File: src/l1_cache_pkg.sv
`default_nettype none

package l1_cache_pkg;

    ////////////////////
    // address fields
    ////////////////////

    localparam int ADDR_W    = 27;  // cpu word address
    localparam int OFF_W     = 2;   // word in line, 4 words
    localparam int SET_W_DEF = 12;  // index bits, 4096 sets
    localparam int WORD_W    = 32;
    localparam int LINE_W    = 128;

    // whatever is left above index and offset
    localparam int TAG_W   = ADDR_W - OFF_W - SET_W_DEF;
    localparam int LADDR_W = ADDR_W - OFF_W;  // line address toward memory

    typedef logic [WORD_W-1:0] word_t;
    typedef logic [LINE_W-1:0] line_t;

    // directory entry, one per set per way
    typedef struct packed {
        logic             valid;
        logic             dirty;  // line differs from memory
        logic [TAG_W-1:0] tag;
    } tag_entry_t;

    ////////////////////
    // cpu side
    ////////////////////

    typedef struct packed {
        logic [ADDR_W-1:0] addr;   // word address
        word_t             data;   // write data
        logic              rw;     // 1 = write
        logic              valid;  // held until ready
    } cpu_req_t;

    typedef struct packed {
        word_t data;
        logic  ready;  // one cycle pulse
    } cpu_res_t;

    ////////////////////
    // memory side
    ////////////////////

    typedef struct packed {
        logic [LADDR_W-1:0] addr;   // line address, no offset
        line_t              data;   // write-back line
        logic               rw;     // 1 = write-back pulse
        logic               valid;
    } mem_req_t;

    typedef struct packed {
        line_t data;
        logic  ready;  // fill data valid, one cycle
    } mem_resp_t;

    // controller states
    typedef enum logic [2:0] {
        idle,
        compare_tag,
        allocate,
        allocate_wait,
        write_back
    } cache_state_t;

endpackage

`default_nettype wire

File: src/cache_fsm.sv
`timescale 1ns/1ps
`default_nettype none

// cache controller
// hit return, write merge, victim write-back, line fill, replay
module cache_fsm
    import l1_cache_pkg::*;
(
    input  wire logic       CLK,
    input  wire logic       RST,
    input  wire cpu_req_t   cpu_req,
    input  wire logic       hit0,
    input  wire logic       hit1,
    input  wire word_t      rd_word0,
    input  wire word_t      rd_word1,
    input  wire line_t      wr_line0,   // merged lines from the comparators
    input  wire line_t      wr_line1,
    input  wire tag_entry_t tag_q0,
    input  wire tag_entry_t tag_q1,
    input  wire line_t      line_q0,    // raw lines, for write-back
    input  wire line_t      line_q1,
    input  wire logic       victim,     // from lru
    input  wire mem_resp_t  mem_resp,
    output cpu_res_t        cpu_res,
    output mem_req_t        mem_req,
    output logic            tag_we0,
    output logic            tag_we1,
    output tag_entry_t      tag_din,    // shared by both directories
    output logic            line_we0,
    output logic            line_we1,
    output line_t           line_din0,
    output line_t           line_din1,
    output logic            touch,
    output logic            touched_way
);

    cache_state_t       state_q;
    cache_state_t       state_d;
    logic               victim_q;  // way being refilled
    logic               any_hit;
    tag_entry_t         vic_tag;
    line_t              vic_line;
    logic [TAG_W-1:0]   req_tag;
    logic [LADDR_W-1:0] req_line;

    assign any_hit  = hit0 | hit1;
    assign vic_tag  = victim ? tag_q1 : tag_q0;    // live victim, compare_tag only
    assign vic_line = victim ? line_q1 : line_q0;
    assign req_tag  = cpu_req.addr[ADDR_W-1 -: TAG_W];
    assign req_line = cpu_req.addr[ADDR_W-1:OFF_W];  // offset dropped

    ////////////////////
    // registers
    ////////////////////

    always_ff @(posedge CLK)
    begin
        if (RST)
        begin
            state_q  <= idle;
            victim_q <= 1'b0;
        end
        else
        begin
            state_q <= state_d;
            if (state_q == compare_tag && !any_hit)
            begin
                victim_q <= victim;  // hold for the fill write
            end
        end
    end

    ////////////////////
    // next state, outputs
    ////////////////////

    always_comb
    begin
        state_d       = state_q;
        cpu_res.data  = hit1 ? rd_word1 : rd_word0;
        cpu_res.ready = 1'b0;
        mem_req.addr  = req_line;
        mem_req.data  = '0;
        mem_req.rw    = 1'b0;
        mem_req.valid = 1'b0;
        tag_we0       = 1'b0;
        tag_we1       = 1'b0;
        tag_din.valid = 1'b1;     // new or rewritten entry
        tag_din.dirty = 1'b0;
        tag_din.tag   = req_tag;  // same as stored tag on a hit
        line_we0      = 1'b0;
        line_we1      = 1'b0;
        line_din0     = wr_line0;
        line_din1     = wr_line1;
        touch         = 1'b0;
        touched_way   = hit1;

        case (state_q)
            idle:
            begin
                if (cpu_req.valid)
                begin
                    state_d = compare_tag;  // ram read in flight
                end
            end

            compare_tag:
            begin
                if (any_hit)
                begin
                    cpu_res.ready = 1'b1;
                    touch         = 1'b1;
                    if (cpu_req.rw)  // write hit, merge and mark dirty
                    begin
                        tag_we0       = hit0;
                        tag_we1       = hit1;
                        tag_din.dirty = 1'b1;
                        line_we0      = hit0;
                        line_we1      = hit1;
                    end
                    state_d = idle;
                end
                else
                begin
                    tag_we0 = ~victim;  // claim victim with the new tag
                    tag_we1 = victim;
                    if (vic_tag.valid && vic_tag.dirty)
                    begin
                        // old line goes out as a single pulse
                        mem_req.addr  = {vic_tag.tag, cpu_req.addr[ADDR_W-TAG_W-1:OFF_W]};
                        mem_req.data  = vic_line;
                        mem_req.rw    = 1'b1;
                        mem_req.valid = 1'b1;
                        state_d       = write_back;
                    end
                    else
                    begin
                        state_d = allocate;  // clean or empty victim
                    end
                end
            end

            write_back:
            begin
                state_d = allocate;  // gap after the pulse
            end

            allocate:
            begin
                mem_req.valid = 1'b1;  // read held until ready
                line_din0     = mem_resp.data;
                line_din1     = mem_resp.data;
                if (mem_resp.ready)
                begin
                    line_we0 = ~victim_q;
                    line_we1 = victim_q;
                    state_d  = allocate_wait;
                end
            end

            allocate_wait:
            begin
                state_d = compare_tag;  // reread set, replay as a hit
            end

            default:
            begin
                state_d = idle;
            end
        endcase
    end

    // a set never holds the same tag in both ways
    one_hit_a: assert property (@(posedge CLK) disable iff (RST)
        state_q == compare_tag |-> !(hit0 && hit1));

    // write-back is a pulse, never held
    wb_pulse_a: assert property (@(posedge CLK) disable iff (RST)
        (mem_req.valid && mem_req.rw) |=> !(mem_req.valid && mem_req.rw));

endmodule

`default_nettype wire

File: config.mk
export PLATFORM = sky130hd
export DESIGN_NAME = cache_fsm
export DESIGN_NICKNAME = d
export VERILOG_FILES = /design/src/l1_cache_pkg.sv /design/src/cache_fsm.sv
export SDC_FILE = /design/constraint.sdc
export NUM_CORES = 1
export LEC_CHECK = 0
export ABC_AREA = 1
export BUFFER_PORTS_ARGS = -buffer_cell sky130_fd_sc_hd__buf_2
export CAP_MARGIN = 15
export CORE_AREA = 2 2 500 502
export DETAILED_ROUTE_END_ITERATION = 12
export DIE_AREA = 0 0 502 504
export PLACE_DENSITY = 0.3
export SETUP_SLACK_MARGIN = 0.3
export SLEW_MARGIN = 20
export SYNTH_ARGS = -nofsm -noshare
export SYNTH_HDL_FRONTEND = slang
export SYNTH_SLANG_ARGS = --single-unit
File: constraint.sdc
create_clock -name CLK -period 3.1 [get_ports CLK]
set_input_delay 0.31 -clock CLK [delete_from_list [all_inputs] [get_ports CLK]]
set_output_delay 0.31 -clock CLK [all_outputs]
set_load 0.01 [all_outputs]
# [After elaboration in Yosys (flattened, before gate mapping)]
# Index checks and enable logic that the tools add are counted.
[word_totals] regBits=4 input_bits=801 elab_cells=47
[op_classes] eq_ne=6 muxes=31 bitwise=3 reduce_logical=5
[op_table] op="$mux W128" count=3
[op_table] op="$mux W155" count=2
[op_table] op="$mux W154" count=1
[op_table] op="$mux W32" count=1
[op_table] op="$mux W1" count=15
[op_table] op="$mux W15" count=1
[op_table] op="$pmux W3 S5" count=1
[op_table] op="$mux W3" count=4
[op_table] op="$eq A3 B2 Y1 const B" count=2
[op_table] op="$pmux W1 S2" count=3
[op_table] op="$ne A2 B2 Y1 const B" count=2
[op_table] op="$eq A3 B1 Y1 const B" count=1
[op_table] op="$eq A3 B3 Y1 const B" count=1
[op_table] op="$logic_not A3 Y1" count=1
[op_table] op="$logic_and A1 B1 Y1" count=2
[op_table] op="$not A1 Y1" count=2
[op_table] op="$reduce_and A2 Y1" count=1
[op_table] op="$logic_not A1 Y1" count=1
[op_table] op="$or A1 B1 Y1" count=1

# [Depth between registers and ports, before layout]
[depth] word_depth=5 ltp_mapped=9

# [Worst setup path after synthesis]
# No wires, ideal clock.
[synth_timing] path_type="input-to-output" start="input hit1" end="output mem_req[100] (netlist name)" t_arrival_ns=1.322 t_required_ns=2.790 slack_ns=1.468 stages=8 path_buffers=3 cell_sequence="buf_2 nor2_2 inv_1 nor2_4 nand3_2 buf_6 buf_6 a21oi_2"
[synth_lines] item="start: declaration" line_no="cache_fsm.sv:13" source="input wire logic hit1,"
[synth_lines] item="end: declaration" line_no="cache_fsm.sv:25" source="output mem_req_t mem_req,"

==> flow_summary.toml <==
[run_status]
status = "finished clean"

[clocking]
cts-root-buf = "clkbuf_16"
clock_latency_ps = 220
cts_num_sinks = 4
h-tree-depth = 1
clk_pin_slew_worst_paths_ps = 30
numCtsBuffers = 3
postCtsHoldBufs = 0
clockBufferDepth = 2
tritoncts = "yes"

[cells_and_area]
nFillCells = 29800
finalNetCount = 3230
syn2layout_area_growth_pct = 179
drive_above_1_share_pct = 55.7

[setup_path]
crit_path_cell_trace = "inv_1, nand3_1, nor2_4, nand3_4, buf_4, a21oi_1, buf_12"
crit_required_ps = 2790
r2r_cells = 8
arrival_ps = 2350
endpoint_kind = "output port"
cp-start-kind = "register"
max_stage_delay_ps = 420
critPathKind = "register to output port"
slowest_stage = "a21oi_1"
crit_buf_inv = 3
cp_max_fo = 24
cp_num_cells = 7
critical_path.top_delay_family = "simple AND/OR/NAND/NOR gates"

[die]
die_h_um = 504
core-area_um2 = 248000
rows = 183
initial_core_util_pct = 2.38
die_w_um = 502
dieArea_um2 = 253000
io-pin-count = 1266

[placed_design]
hpwl_um = 157000
gp_congestion = 1.01
port_buffers = 1206

[route]
wl_um = 165000
viasPerCell = 2.50
antenna_left = 0
drc_errors = 0
routedWlPerCell_um = 28.4
initialDrtViolationCount = 1005
firstDrtPassIters = 5
via_count = 14500

[timing]
finalSetupViolCount = 0
setup-tns-final_ps = 0
relSlewSlack_pct = 53.6
finalCritPeriodShare_pct = 85.7
tightest_slew_ps = 696
final_max_slew_viol_count = 0
grt_setup_unrepaired = "no"
fmax_ghz = 0.377
hold_viol = 0
fin_crit_ps = 2660
skew_ps = 1.65
whs_ps = 297

[global_routing]
grt_pass1_vias = 13900
grt_pass1_wl_um = 192000
grt_usage_pct = 12.3
grt_overflow = 0
grt_max_degree = 68
antenna_found_initial = 164

[logic_synthesis]
yosys_warnings = 0
yosys_register_bits = 4
synthesis.nets = 2109
avgSynthCellArea_um2 = 4.50
syn_area_um2 = 5890
syn_inst = 1308
seq_area_frac_synth_pct = 1.36
synth.distinct_cells = 21

[job]
cap_violations = 0

[min_path]
hold_class = "input port to register"
whs_path_depth = 2

[power]
cellLeakagePower_nw = 8.66
ir_drop_v = 0.000129
power_density_nw_per_um2 = 162
power_mw = 2.65
[kinds of logic (layout without fill, tap and decap cells)]
logic type	after synthesis	after routing	synth area share, %
AO/OA/AOI/OAI	133	133	15.8
other	1	61	0.0637
multiplexers	32	32	6.12
flip-flops	4	4	1.36
buffers and inverters	131	1250	11.9
AND/OR/NAND/NOR	1007	1007	64.7
[cell usage in the layout, fill, tap and decap left out, drive strengths merged]
cell	synthesis	layout
mux2	32	32
conb	1	1
o21ai	4	4
nor3	1	1
buf	73	1238
clkbuf	49	3
nand3	7	7
dfxtp	4	4
diode	0	60
a21oi	128	128
inv	9	9
nor2	9	9
o22ai	1	1
nand2	990	990
[power by group]
group          switching (mW)  internal (mW)  leakage [nW]
Combinational            1.61          0.782          8.59
Sequential            0.00306         0.0546        0.0326
Clock                  0.0364          0.165        0.0373
Total                    1.65           1.00          8.66
[registers in the layout (all words and copies together), names as in the netlist]
name	cells
state_q	3
victim_q	1
[final cells by class]
cell class / count / area [um^2] / share of cell area [%]
Clock buffer: 3 / 75.1 / 0.457
Timing Repair Buffer: 1238 / 6760 / 41.2
Sequential cell: 4 / 80.1 / 0.488
Inverter: 9 / 46.3 / 0.282
Antenna cell: 60 / 150 / 0.915
Multi-Input combinational cell: 1173 / 5130 / 31.3
Tap cell: 3330 / 4170 / 25.4
[path summary, 6_finish.rpt]
path	from	to	slack (ps)
worst max register to register	state_q[1]	state_q[1]	1350
worst min-delay path	RST	state_q[2]	300
worst max-delay path	state_q[1]	mem_req[123]	440
worst min register to register	victim_q	victim_q	580
[timing repair]
item                                    4_1_cts  5_1_grt
endpoints found under the setup margin        2        0
setup buffers                                 0        0
gates resized for setup                       2        0
[through the flow]
step | utilization (%) | instances | worst slack, ps | cell area (um^2)
6_report | 6.63 | 5817 | 444 | 16400
3_3_place_gp | 6.54 | 5754 | 347 | 16200
2_1_floorplan | - | 1308 | 1470 | 5890
4_1_cts | 6.57 | 5757 | 372 | 16300
3_5_place_dp | 6.54 | 5754 | 353 | 16200
5_1_grt | 6.60 | 5788 | 314 | 16300
[Yosys cell counts]
cell | number | area share (%)
nand2_1 | 990 | 63
a21oi_2 | 70 | 10
a21oi_1 | 58 | 4.9
clkbuf_1 | 49 | 3.1
mux2_2 | 32 | 6.1
buf_2 | 31 | 2.6
buf_4 | 30 | 3.8
buf_6 | 8 | 1.5
inv_1 | 7 | 0.45
nand3_1 | 6 | 0.51
nor2_1 | 6 | 0.38
buf_1 | 4 | 0.25
dfxtp_1 | 4 | 1.4
o21ai_0 | 4 | 0.34
inv_2 | 2 | 0.13
nor2_2 | 2 | 0.21
conb_1 | 1 | 0.064
nand3_2 | 1 | 0.17
nor2_4 | 1 | 0.19
nor3_2 | 1 | 0.17
o22ai_1 | 1 | 0.11
[layer usage]
layer | wire [um] | GRT usage, % | share of wire [%]
met1 | 67500 | 14.8 | 41
met4 | 4730 | 2.95 | 2.9
met2 | 74100 | 20.2 | 45
met5 | 551 | 0 | 0.33
met3 | 18200 | 5.09 | 11
(Power assumes the default switching activity.)
