### config.mk
export PLATFORM = sky130hd
export DESIGN_NAME = way_compare
export DESIGN_NICKNAME = d
export VERILOG_FILES = /design/src/l1_cache_pkg.sv /design/src/way_compare.sv
export SDC_FILE = /design/constraint.sdc
export NUM_CORES = 1
export LEC_CHECK = 0
export BUFFER_PORTS_ARGS = -buffer_cell sky130_fd_sc_hd__buf_2
export CAP_MARGIN = 20
export CORE_AREA = 2 2 140 142
export DETAILED_ROUTE_END_ITERATION = 7
export DIE_AREA = 0 0 142 144
export PLACE_DENSITY = 0.46
export SLEW_MARGIN = 0
export SYNTH_ARGS = -nofsm -noshare
export SYNTH_HDL_FRONTEND = slang
export SYNTH_SLANG_ARGS = --single-unit
### constraint.sdc
create_clock -name vclk -period 2.3
set_input_delay 0.115 -clock vclk [all_inputs]
set_output_delay 0.115 -clock vclk [all_outputs]
set_load 0.005 [all_outputs]
### src/l1_cache_pkg.sv
`default_nettype none

package l1_cache_pkg;

    ////////////////////
    // address fields
    ////////////////////

    localparam int ADDR_W    = 27;  // cpu word address
    localparam int OFF_W     = 2;   // word in line, 4 words
    localparam int SET_W_DEF = 12;  // index bits, 4096 sets
    localparam int WORD_W    = 32;
    localparam int LINE_W    = 128;

    // whatever is left above index and offset
    localparam int TAG_W   = ADDR_W - OFF_W - SET_W_DEF;
    localparam int LADDR_W = ADDR_W - OFF_W;  // line address toward memory

    typedef logic [WORD_W-1:0] word_t;
    typedef logic [LINE_W-1:0] line_t;

    // directory entry, one per set per way
    typedef struct packed {
        logic             valid;
        logic             dirty;  // line differs from memory
        logic [TAG_W-1:0] tag;
    } tag_entry_t;

    ////////////////////
    // cpu side
    ////////////////////

    typedef struct packed {
        logic [ADDR_W-1:0] addr;   // word address
        word_t             data;   // write data
        logic              rw;     // 1 = write
        logic              valid;  // held until ready
    } cpu_req_t;

    typedef struct packed {
        word_t data;
        logic  ready;  // one cycle pulse
    } cpu_res_t;

    ////////////////////
    // memory side
    ////////////////////

    typedef struct packed {
        logic [LADDR_W-1:0] addr;   // line address, no offset
        line_t              data;   // write-back line
        logic               rw;     // 1 = write-back pulse
        logic               valid;
    } mem_req_t;

    typedef struct packed {
        line_t data;
        logic  ready;  // fill data valid, one cycle
    } mem_resp_t;

    // controller states
    typedef enum logic [2:0] {
        idle,
        compare_tag,
        allocate,
        allocate_wait,
        write_back
    } cache_state_t;

endpackage

`default_nettype wire

### src/way_compare.sv
`timescale 1ns/1ps
`default_nettype none

// one per way
// tag match, word pick for reads, lane merge for writes
module way_compare
    import l1_cache_pkg::*;
(
    input  wire tag_entry_t tag_q,    // directory entry for current set
    input  wire line_t      line_q,   // stored line for current set
    input  wire cpu_req_t   cpu_req,
    output logic            hit,
    output word_t           rd_word,  // addressed word of line_q
    output line_t           wr_line   // line_q with write data merged in
);

    logic [TAG_W-1:0] req_tag;
    logic [OFF_W-1:0] offset;

    ////////////////////
    // address split
    ////////////////////

    assign req_tag = cpu_req.addr[ADDR_W-1 -: TAG_W];  // top bits
    assign offset  = cpu_req.addr[OFF_W-1:0];          // word lane

    // stale tags of invalid lines never count
    assign hit = tag_q.valid && (tag_q.tag == req_tag);

    ////////////////////
    // data lanes
    ////////////////////

    // lane 0 sits at the low end of the line
    assign rd_word = line_q[offset*WORD_W +: WORD_W];

    always_comb
    begin
        wr_line = line_q;                               // keep other lanes
        wr_line[offset*WORD_W +: WORD_W] = cpu_req.data;  // replace one
    end

endmodule

`default_nettype wire

* After elaboration in Yosys (flattened, before gate mapping)
Cells that the tools add are included.
** Word-level totals
- Memory bits (read-only) :: 0
- Memories kept :: 0
- Bits in latches :: 0
- RAM bits :: 0
- Bits in registers :: 0
- Bits of input ports :: 204
- Logic and storage cells :: 7
** Operators by class
- Bitwise gates (word level) :: 0
- Div/mod/pow operators :: 0
- $lt $le $gt $ge :: 0
- Equality and inequality tests :: 1
- Multiplexer cells :: 1
- Reductions and logical operators :: 1
- $mul :: 0
- $add $sub $neg :: 1
- Shifts and indexed selects :: 3
** Operators with widths (number)
- 128-bit bitwise mux :: 1
- 32-bit by 34-bit variable shift with 128-bit output, first input constant :: 1
- 128-bit by 8-bit indexed part select with 32-bit output :: 1
- 32-bit by 34-bit indexed part select with 128-bit output :: 1
- 7-bit negator with 34-bit output :: 1
- 13-bit == test :: 1
- 1-bit logical AND :: 1

* Longest topological paths before layout
Gate-level depths: netlist of the first run.
- Depth after elaboration :: 3
- Gate-level depth with buffers :: 9
- Gate-level depth less buffers :: 5

* Worst setup path before layout of the first run
Ideal clock, no wire load.
- Kind :: in2out
- Start point :: in cpu_req[35] (netlist name)
- End point :: out wr_line[110]
- Data arrival time :: 1977 ps
- Stages :: 8
- Buffers on the path :: 3
- Slack :: 208 ps
- Path through :: clkbuf_1 -> clkbuf_1 -> inv_1 -> ha_1 -> or3b_4 -> nor3_4 -> buf_6 -> a22o_1
** On the way
- Longest elaborated chain between the ends :: 3
- Elaborated cells on any way between the ends :: 4
- Classes of those cells :: add/sub (1); shift (2); mux (1)
** Ends and longest elaborated chain
- from (decl) :: line way_compare.sv:11 : input wire cpu_req_t cpu_req,
- 7-bit negator with 34-bit output * :: line way_compare.sv:40 : wr_line[offset*WORD_W +: WORD_W] = cpu_req.data;
- 32-bit by 34-bit indexed part select with 128-bit output / 32-bit by 34-bit variable shift with 128-bit output (equally long branches) :: line way_compare.sv:40
- 128-bit bitwise mux * :: line way_compare.sv:40
- to (decl) :: line way_compare.sv:14 : output line_t wr_line
Every way passes the cells marked *; elsewhere a longest branch is shown, timed or not.

* Worst setup path in the final report of the first run
- Start point :: in cpu_req[34] (netlist name)
- End point :: out wr_line[117]
Same word-level chain as after synthesis.

==> results of run 1 <==
layout by cell type, fill, tap and decap left out:
cell | synthesis | final
o2bb2ai_1 | 4 | 4
buf_2 | 12 | 350
nor4_4 | 0 | 1
nor4_1 | 1 | 1
nor4bb_4 | 0 | 1
ha_1 | 5 | 5
mux4_2 | 32 | 32
nor3_4 | 1 | 1
nand2b_1 | 1 | 1
or3b_4 | 1 | 1
nor3_2 | 0 | 1
buf_4 | 0 | 13
nand3b_1 | 1 | 1
xnor2_1 | 13 | 13
inv_1 | 37 | 37
buf_12 | 0 | 2
a22o_1 | 92 | 92
o21ai_0 | 32 | 32
nand2_1 | 37 | 37
nand4_1 | 3 | 3
final cells by class:
cell class,count,share of cell area [%]
Tap cell,238,6.64
Timing Repair Buffer,365,42.1
Multi-Input combinational cell,226,48.1
Inverter,37,3.10
critical path, delay by kind of cell:
family          cells  cell delay (ns)
compound gates      1             0.18
fa+ha+maj           1             0.38
buf+inv             4             0.70
simple gates        2             0.57
power breakdown:
group	switching (µW)	internal [µW]	total, µW
clock network	0	0	0
logic	435	488	924
registers	0	0	0
worst paths after layout:
kind	startpoint	to	depth (start not counted)
setup / recovery	cpu_req[34]	wr_line[117]	8
hold / removal	line_q[98]	wr_line[98]	3
kinds of logic after synthesis:
kind of cell / count (synthesis) / share of synthesized area, %
xor gates and xnor gates: 13 / 4.67
adders and majority gates: 5 / 2.57
buffers and inverters: 70 / 12.6
muxes: 32 / 29.6
and+or+nand+nor: 48 / 9.54
AOI/OAI and AO/OA: 128 / 41.0
layer usage:
metal / vias to the layer above / GRT usage [%] / routed length [µm]
met3: 21 / 1.75 / 1300
met1: 1915 / 18.0 / 6730
li1: 1829 / - / -
met5: - / 0 / 13
met4: 2 / 2.11 / 224
met2: 261 / 27.6 / 8420
metrics by stage:
step,std cells,hold WS (ns)
2_1_floorplan,296,0.308
3_3_place_gp,866,0.526
3_5_place_dp,866,0.523
4_1_cts,866,0.523
5_1_grt,866,0.534
6_report,866,0.526
==> metrics.cfg, run 1 <==
[outcome]
status=finished clean

[sta]
rsz0062_at_grt=no
fin_ws_ns=0.239
worst_pin_slew_ns=0.539
slew_violations=0
finalHoldViolCount=0
slew_headroom_pct=64.1
fin_setup_tns_ns=0
finalSetupViolations=0
layout_min_cycle_time_ns=2.06
finalCritPeriodShare_pct=89.6
clock.fmax_ghz=0.485

[hold_path]
worst_hold_path_type=in2out

[final_layout]
register_area_um2=0
postLayoutCellArea_um2=4490
nets=839
layout-drive-gt1-share_pct=64.0
clock_buffers=0
diodes=0
utilization_pct=23.5
fillers=2150
multi_input_area_um2=2160
syn2layout_area_growth_pct=83.9
design.seq.count=0

[drt]
ant_nets=0
wl_um=16700
viasPerCell=4.65
drcViolationCount=0
drtIter0Drc=140
dr_total_vias=4028
wl_per_cell_um=19.3
first_pass_iters=4

[worst_setup_path]
cp_max_fo=16
critPathLaunchType=input pin
cp_common_cell=buf_2
critical_path_required_ns=2.18
crit_type=in2out
end_kind=primary output
crit_chain=buf_2, inv_1, ha_1, or3b_4, nor3_4, buf_4, a22o_1, buf_2
cpMaxStageDelayCell=or3b_4
slowest_delay_ns=0.43
cp.arrival_ns=1.95

[synthesis]
ys_types=20
synthTopCellsByCount=a22o_1, inv_1, nand2_1, mux4_2, o21ai_0
ys_top_cells_by_area=a22o_1, mux4_2, o21ai_0
synthCells=296
syn_avg_cell_area_um2=8.24
seq_area_frac_synth_pct=0
synth.most_common_cell=a22o_1
synth_nets=505
ys_warn_count=0
synth_area_um2=2440
synth_top_area_share_pct=33.0
synth_top_cell_by_area=a22o_1

[die]
dieArea_um2=20400
core_um2=19100
fp.dieH_um=144
rows=51
ioPinCount=365
start_util_pct=12.8
die_w_um=142

[grt]
track_usage_pct=14.6
antenna_found_initial=2
grt_pass1_vias=3945
grt_pass1_wl_um=23000
grt_max_degree=33
grt_remaining_overflow=0

[power]
finalPower_uw=924
p_leak_uw=0.00237
peakVddDrop_mv=0.0796
p_per_area_nw_per_um2=206

[placement]
gp_congestion=0.800
place_ws_ns=0.260
numPortBuffers=350
placed_cell_area_um2=4490
dp_hpwl_um=13700

[clock_network]
ctsHoldBuffers=0
cts_resized=0
postCtsSetupBuffers=0

[run]
maxCapViolCount=0

Power figures use the tool's default switching activity.
==> run 2, diff against run 1 <==
--- a/config.mk
+++ b/config.mk
@@ -11,6 +11,7 @@
 export DETAILED_ROUTE_END_ITERATION = 7
 export DIE_AREA = 0 0 142 144
 export PLACE_DENSITY = 0.46
+export RECOVER_POWER = 50
 export SLEW_MARGIN = 0
 export SYNTH_ARGS = -nofsm -noshare
 export SYNTH_HDL_FRONTEND = slang
==> run 2 against run 1 <==
Compared with the run above: routed wire length rose by 0.26%; critical path depth did not move; largest power group unchanged; cell count did not move; largest cell class unchanged; utilization fell by 0.64 points; first-iteration DRC count rose by 31%; die area did not move; non-clock buffer count did not move.
==> metrics.cfg, run 2 (synthesized netlist as in run 1, its figures left out) <==
[grt]
grt_pass1_vias=3945
grt_pass1_wl_um=23000
antenna_found_initial=2
grt_remaining_overflow=0
track_usage_pct=14.6
grt_max_degree=33

[drt]
first_pass_iters=4
viasPerCell=4.62
ant_nets=0
drtIter0Drc=183
wl_met1_um=6710
wl_met2_um=8400
drcViolationCount=0
wl_per_cell_um=19.3
wl_um=16700
dr_total_vias=3998
wl_met3_um=1400
top_layer=met5

[worst_setup_path]
end_kind=primary output
cp_max_fo=16
critical_path_required_ns=2.18
cp.arrival_ns=1.89
crit_type=in2out
critPathLaunchType=input pin

[final_layout]
nets=839
layout_commonest_cell=buf_2
layout-drive-gt1-share_pct=54.5
register_area_um2=0
diodes=0
final_cell_mix=buf_2, a22o_1, clkbuf_1, inv_1, nand2_1
clock_buffers=0
design.seq.count=0
fillers=2191
syn2layout_area_growth_pct=79.0

[clock_network]
ctsHoldBuffers=0
postCtsSetupBuffers=0
cts_resized=0

[power]
power_frac_seq_pct=0
peakVddDrop_mv=0.0794
switching_share_pct=48.3
pwr-share-comb_pct=100.0
p_per_area_nw_per_um2=205
p_clk_share_pct=0
p_leak_uw=0.00218
p_switching_uw=433
p_int_uw=463
finalPower_uw=896

[sta]
finalHoldViolCount=0
layout_min_cycle_time_ns=2.01
slew_headroom_pct=64.5
rsz0062_at_grt=no
fin_setup_tns_ns=0
worst_pin_slew_ns=0.533
finalSetupViolations=0
whs_ns=0.518
clock.fmax_ghz=0.498
finalCritPeriodShare_pct=87.2
slew_violations=0

[die]
die_w_um=142
rows=51
start_util_pct=12.8
core_um2=19100
dieArea_um2=20400
ioPinCount=365
fp.dieH_um=144

[hold_path]
worst_hold_path_type=in2out

[placement]
dp_hpwl_um=13700
gp_congestion=0.800
numPortBuffers=350

[run]
maxCapViolCount=0

[outcome]
status=finished clean

[run 2: worst paths after layout]
kind / start / endpoint / cells past startpoint / slack, ns
worst max-delay path: cpu_req[34] / wr_line[117] / 8 / 0.29
worst min-delay path: tag_q[14] / hit / 4 / 0.52
[run 2: layer usage]
layer	track usage [%]	vias up
met2	27.6	259
li1	-	1829
met5	0	-
met3	1.75	20
met1	18.0	1888
met4	2.11	2
[run 2: area by class of cell]
class	count	area (µm²)	area share [%]
Timing Repair Buffer	365	1800	41.3
Multi-Input combinational cell	226	2130	48.7
Inverter	37	139	3.18
Tap cell	238	298	6.82
[run 2: power by group through the flow]
stage                     Combinational [µW]  Sequential [µW]  Clock (µW)
after floorplan                          395                0           0
after global placement                   929                0           0
after detailed placement                 926                0           0
after CTS                                930                0           0
after global routing                     970                0           0
final                                    896                0           0
[run 2: through the flow]
step | std cells | worst slack [ns] | area, µm² | utilization, %
6_report | 866 | 0.294 | 4360 | 22.9
5_1_grt | 866 | 0.102 | 4360 | 22.9
4_1_cts | 866 | 0.241 | 4490 | 23.5
3_5_place_dp | 866 | 0.260 | 4490 | 23.5
3_3_place_gp | 866 | 0.238 | 4490 | 23.5
2_1_floorplan | 296 | 0.208 | 2440 | -
[run 2: critical path, cell delays in order]
cell    delay (ns)
buf_2         0.15
inv_1         0.09
ha_1          0.35
or3b_1        0.45
nor3_4        0.16
buf_4         0.28
a22o_1        0.18
buf_2         0.11
==> run 3, diff against run 2 <==
--- a/config.mk
+++ b/config.mk
@@ -12,6 +12,7 @@
 export DIE_AREA = 0 0 142 144
 export PLACE_DENSITY = 0.46
 export RECOVER_POWER = 50
+export REMOVE_ABC_BUFFERS = 1
 export SLEW_MARGIN = 0
 export SYNTH_ARGS = -nofsm -noshare
 export SYNTH_HDL_FRONTEND = slang
==> run 3 against run 2 <==
Compared with the run above: highest routed layer is now met4; fmax down 2.5%; die area unchanged; power down 1.4%; routed wire length down 9.4%; first-iteration DRC count down 15%.
==> metrics.cfg, run 3 (synthesized netlist as in run 1, its figures left out) <==
[drt]
viasPerCell=4.58
first_pass_iters=4
wl_um=15200
drtIter0Drc=156
dr_total_vias=3969
drcViolationCount=0
wl_per_cell_um=17.5
ant_nets=0

[hold_path]
whs_endpoint=hit
min_from=tag_q[14]
hold_path_depth=4
worst_hold_path_type=in2out

[grt]
grt_pass1_vias=3888
grt_remaining_overflow=0
grt_max_degree=35
antenna_found_initial=0
track_usage_pct=13.3
grt_pass1_wl_um=21500

[final_layout]
layout-drive-gt1-share_pct=54.6
multi_input_area_um2=2160
register_area_um2=0
clock_buffers=0
fillers=2195
utilization_pct=23.0
nets=839
final_cell_mix=buf_2, a22o_1, clkbuf_1, inv_1, nand2_1
diodes=0
postLayoutCellArea_um2=4390
syn2layout_area_growth_pct=80.1
design.seq.count=0
layout_commonest_cell=buf_2

[die]
ioPinCount=365
dieArea_um2=20400
die_w_um=142
fp.dieH_um=144
start_util_pct=12.8
rows=51
core_um2=19100

[sta]
worst_pin_slew_ns=0.597
finalCritPeriodShare_pct=89.5
rsz0062_at_grt=no
whs_ns=0.515
slew_violations=0
finalHoldViolCount=0
finalSetupViolations=0
layout_min_cycle_time_ns=2.06
fin_ws_ns=0.242
clock.fmax_ghz=0.486
slew_headroom_pct=60.2

[worst_setup_path]
cp_max_fo=34
crit_chain=buf_2, clkbuf_4, ha_1, inv_1, nor3_4, buf_4, a22o_1, buf_2
cpMaxStageDelayCell=clkbuf_4
crit_type=in2out
slowest_delay_ns=0.51
critical_path_required_ns=2.18
cp_common_cell=buf_2
critPathLaunchType=input pin
end_kind=primary output
cp.arrival_ns=1.94

[run]
maxCapViolCount=0

[outcome]
status=finished clean

[clock_network]
postCtsSetupBuffers=0
ctsHoldBuffers=0
cts_resized=0

[placement]
dp_hpwl_um=12200
place_ws_ns=0.282
gp_congestion=0.846
placed_cell_area_um2=4470
numPortBuffers=350

[power]
p_per_area_nw_per_um2=201
p_leak_uw=0.00218
peakVddDrop_mv=0.0974

run 3: layout make-up:
cell class / instances / area share [%]
inverter: 37 / 3.16
multi-input combinational: 226 / 49.2
tap: 238 / 6.78
timing repair buffer: 365 / 40.9
run 3: worst max path at each step:
stage                            from           end  slack [ns]  cells past startpoint
after floorplan           cpu_req[34]    wr_line[0]       -1.17                      5
after global placement    cpu_req[34]  wr_line[104]        0.28                      8
after detailed placement  cpu_req[35]  wr_line[104]        0.28                      8
after CTS                 cpu_req[35]  wr_line[104]        0.27                      8
after global routing      cpu_req[35]  wr_line[104]        0.12                      8
final                     cpu_req[35]  wr_line[104]        0.24                      8
run 3: per-stage QoR:
stage	instances	total power, µW	setup TNS (ns)
4_1_cts	866	907	0
3_5_place_dp	866	904	0
3_3_place_gp	866	906	0
6_report	866	883	0
2_1_floorplan	263	360	-61.39
5_1_grt	866	963	0
run 3: worst max-delay path, delay by kind of cell:
kind	cells	cell delay [ns]
and+or+nand+nor	1	0.18
buffers and inverters	5	1.12
adders and majority gates	1	0.31
AOI/OAI and AO/OA	1	0.20
run 3: metal layers:
layer	up-vias	share of wire, %	GRT usage [%]
li1	1831	-	-
met1	1877	42	16.6
met3	22	6.9	1.19
met2	239	50	24.9
met4	0	1.9	2.58
met5	-	0	0
run 3: power by group:
part / switching (µW) / internal (µW) / total (µW) / leakage (µW)
sequential: 0 / 0 / 0 / 0
combinational: 417 / 466 / 883 / 0.00218
clock: 0 / 0 / 0 / 0
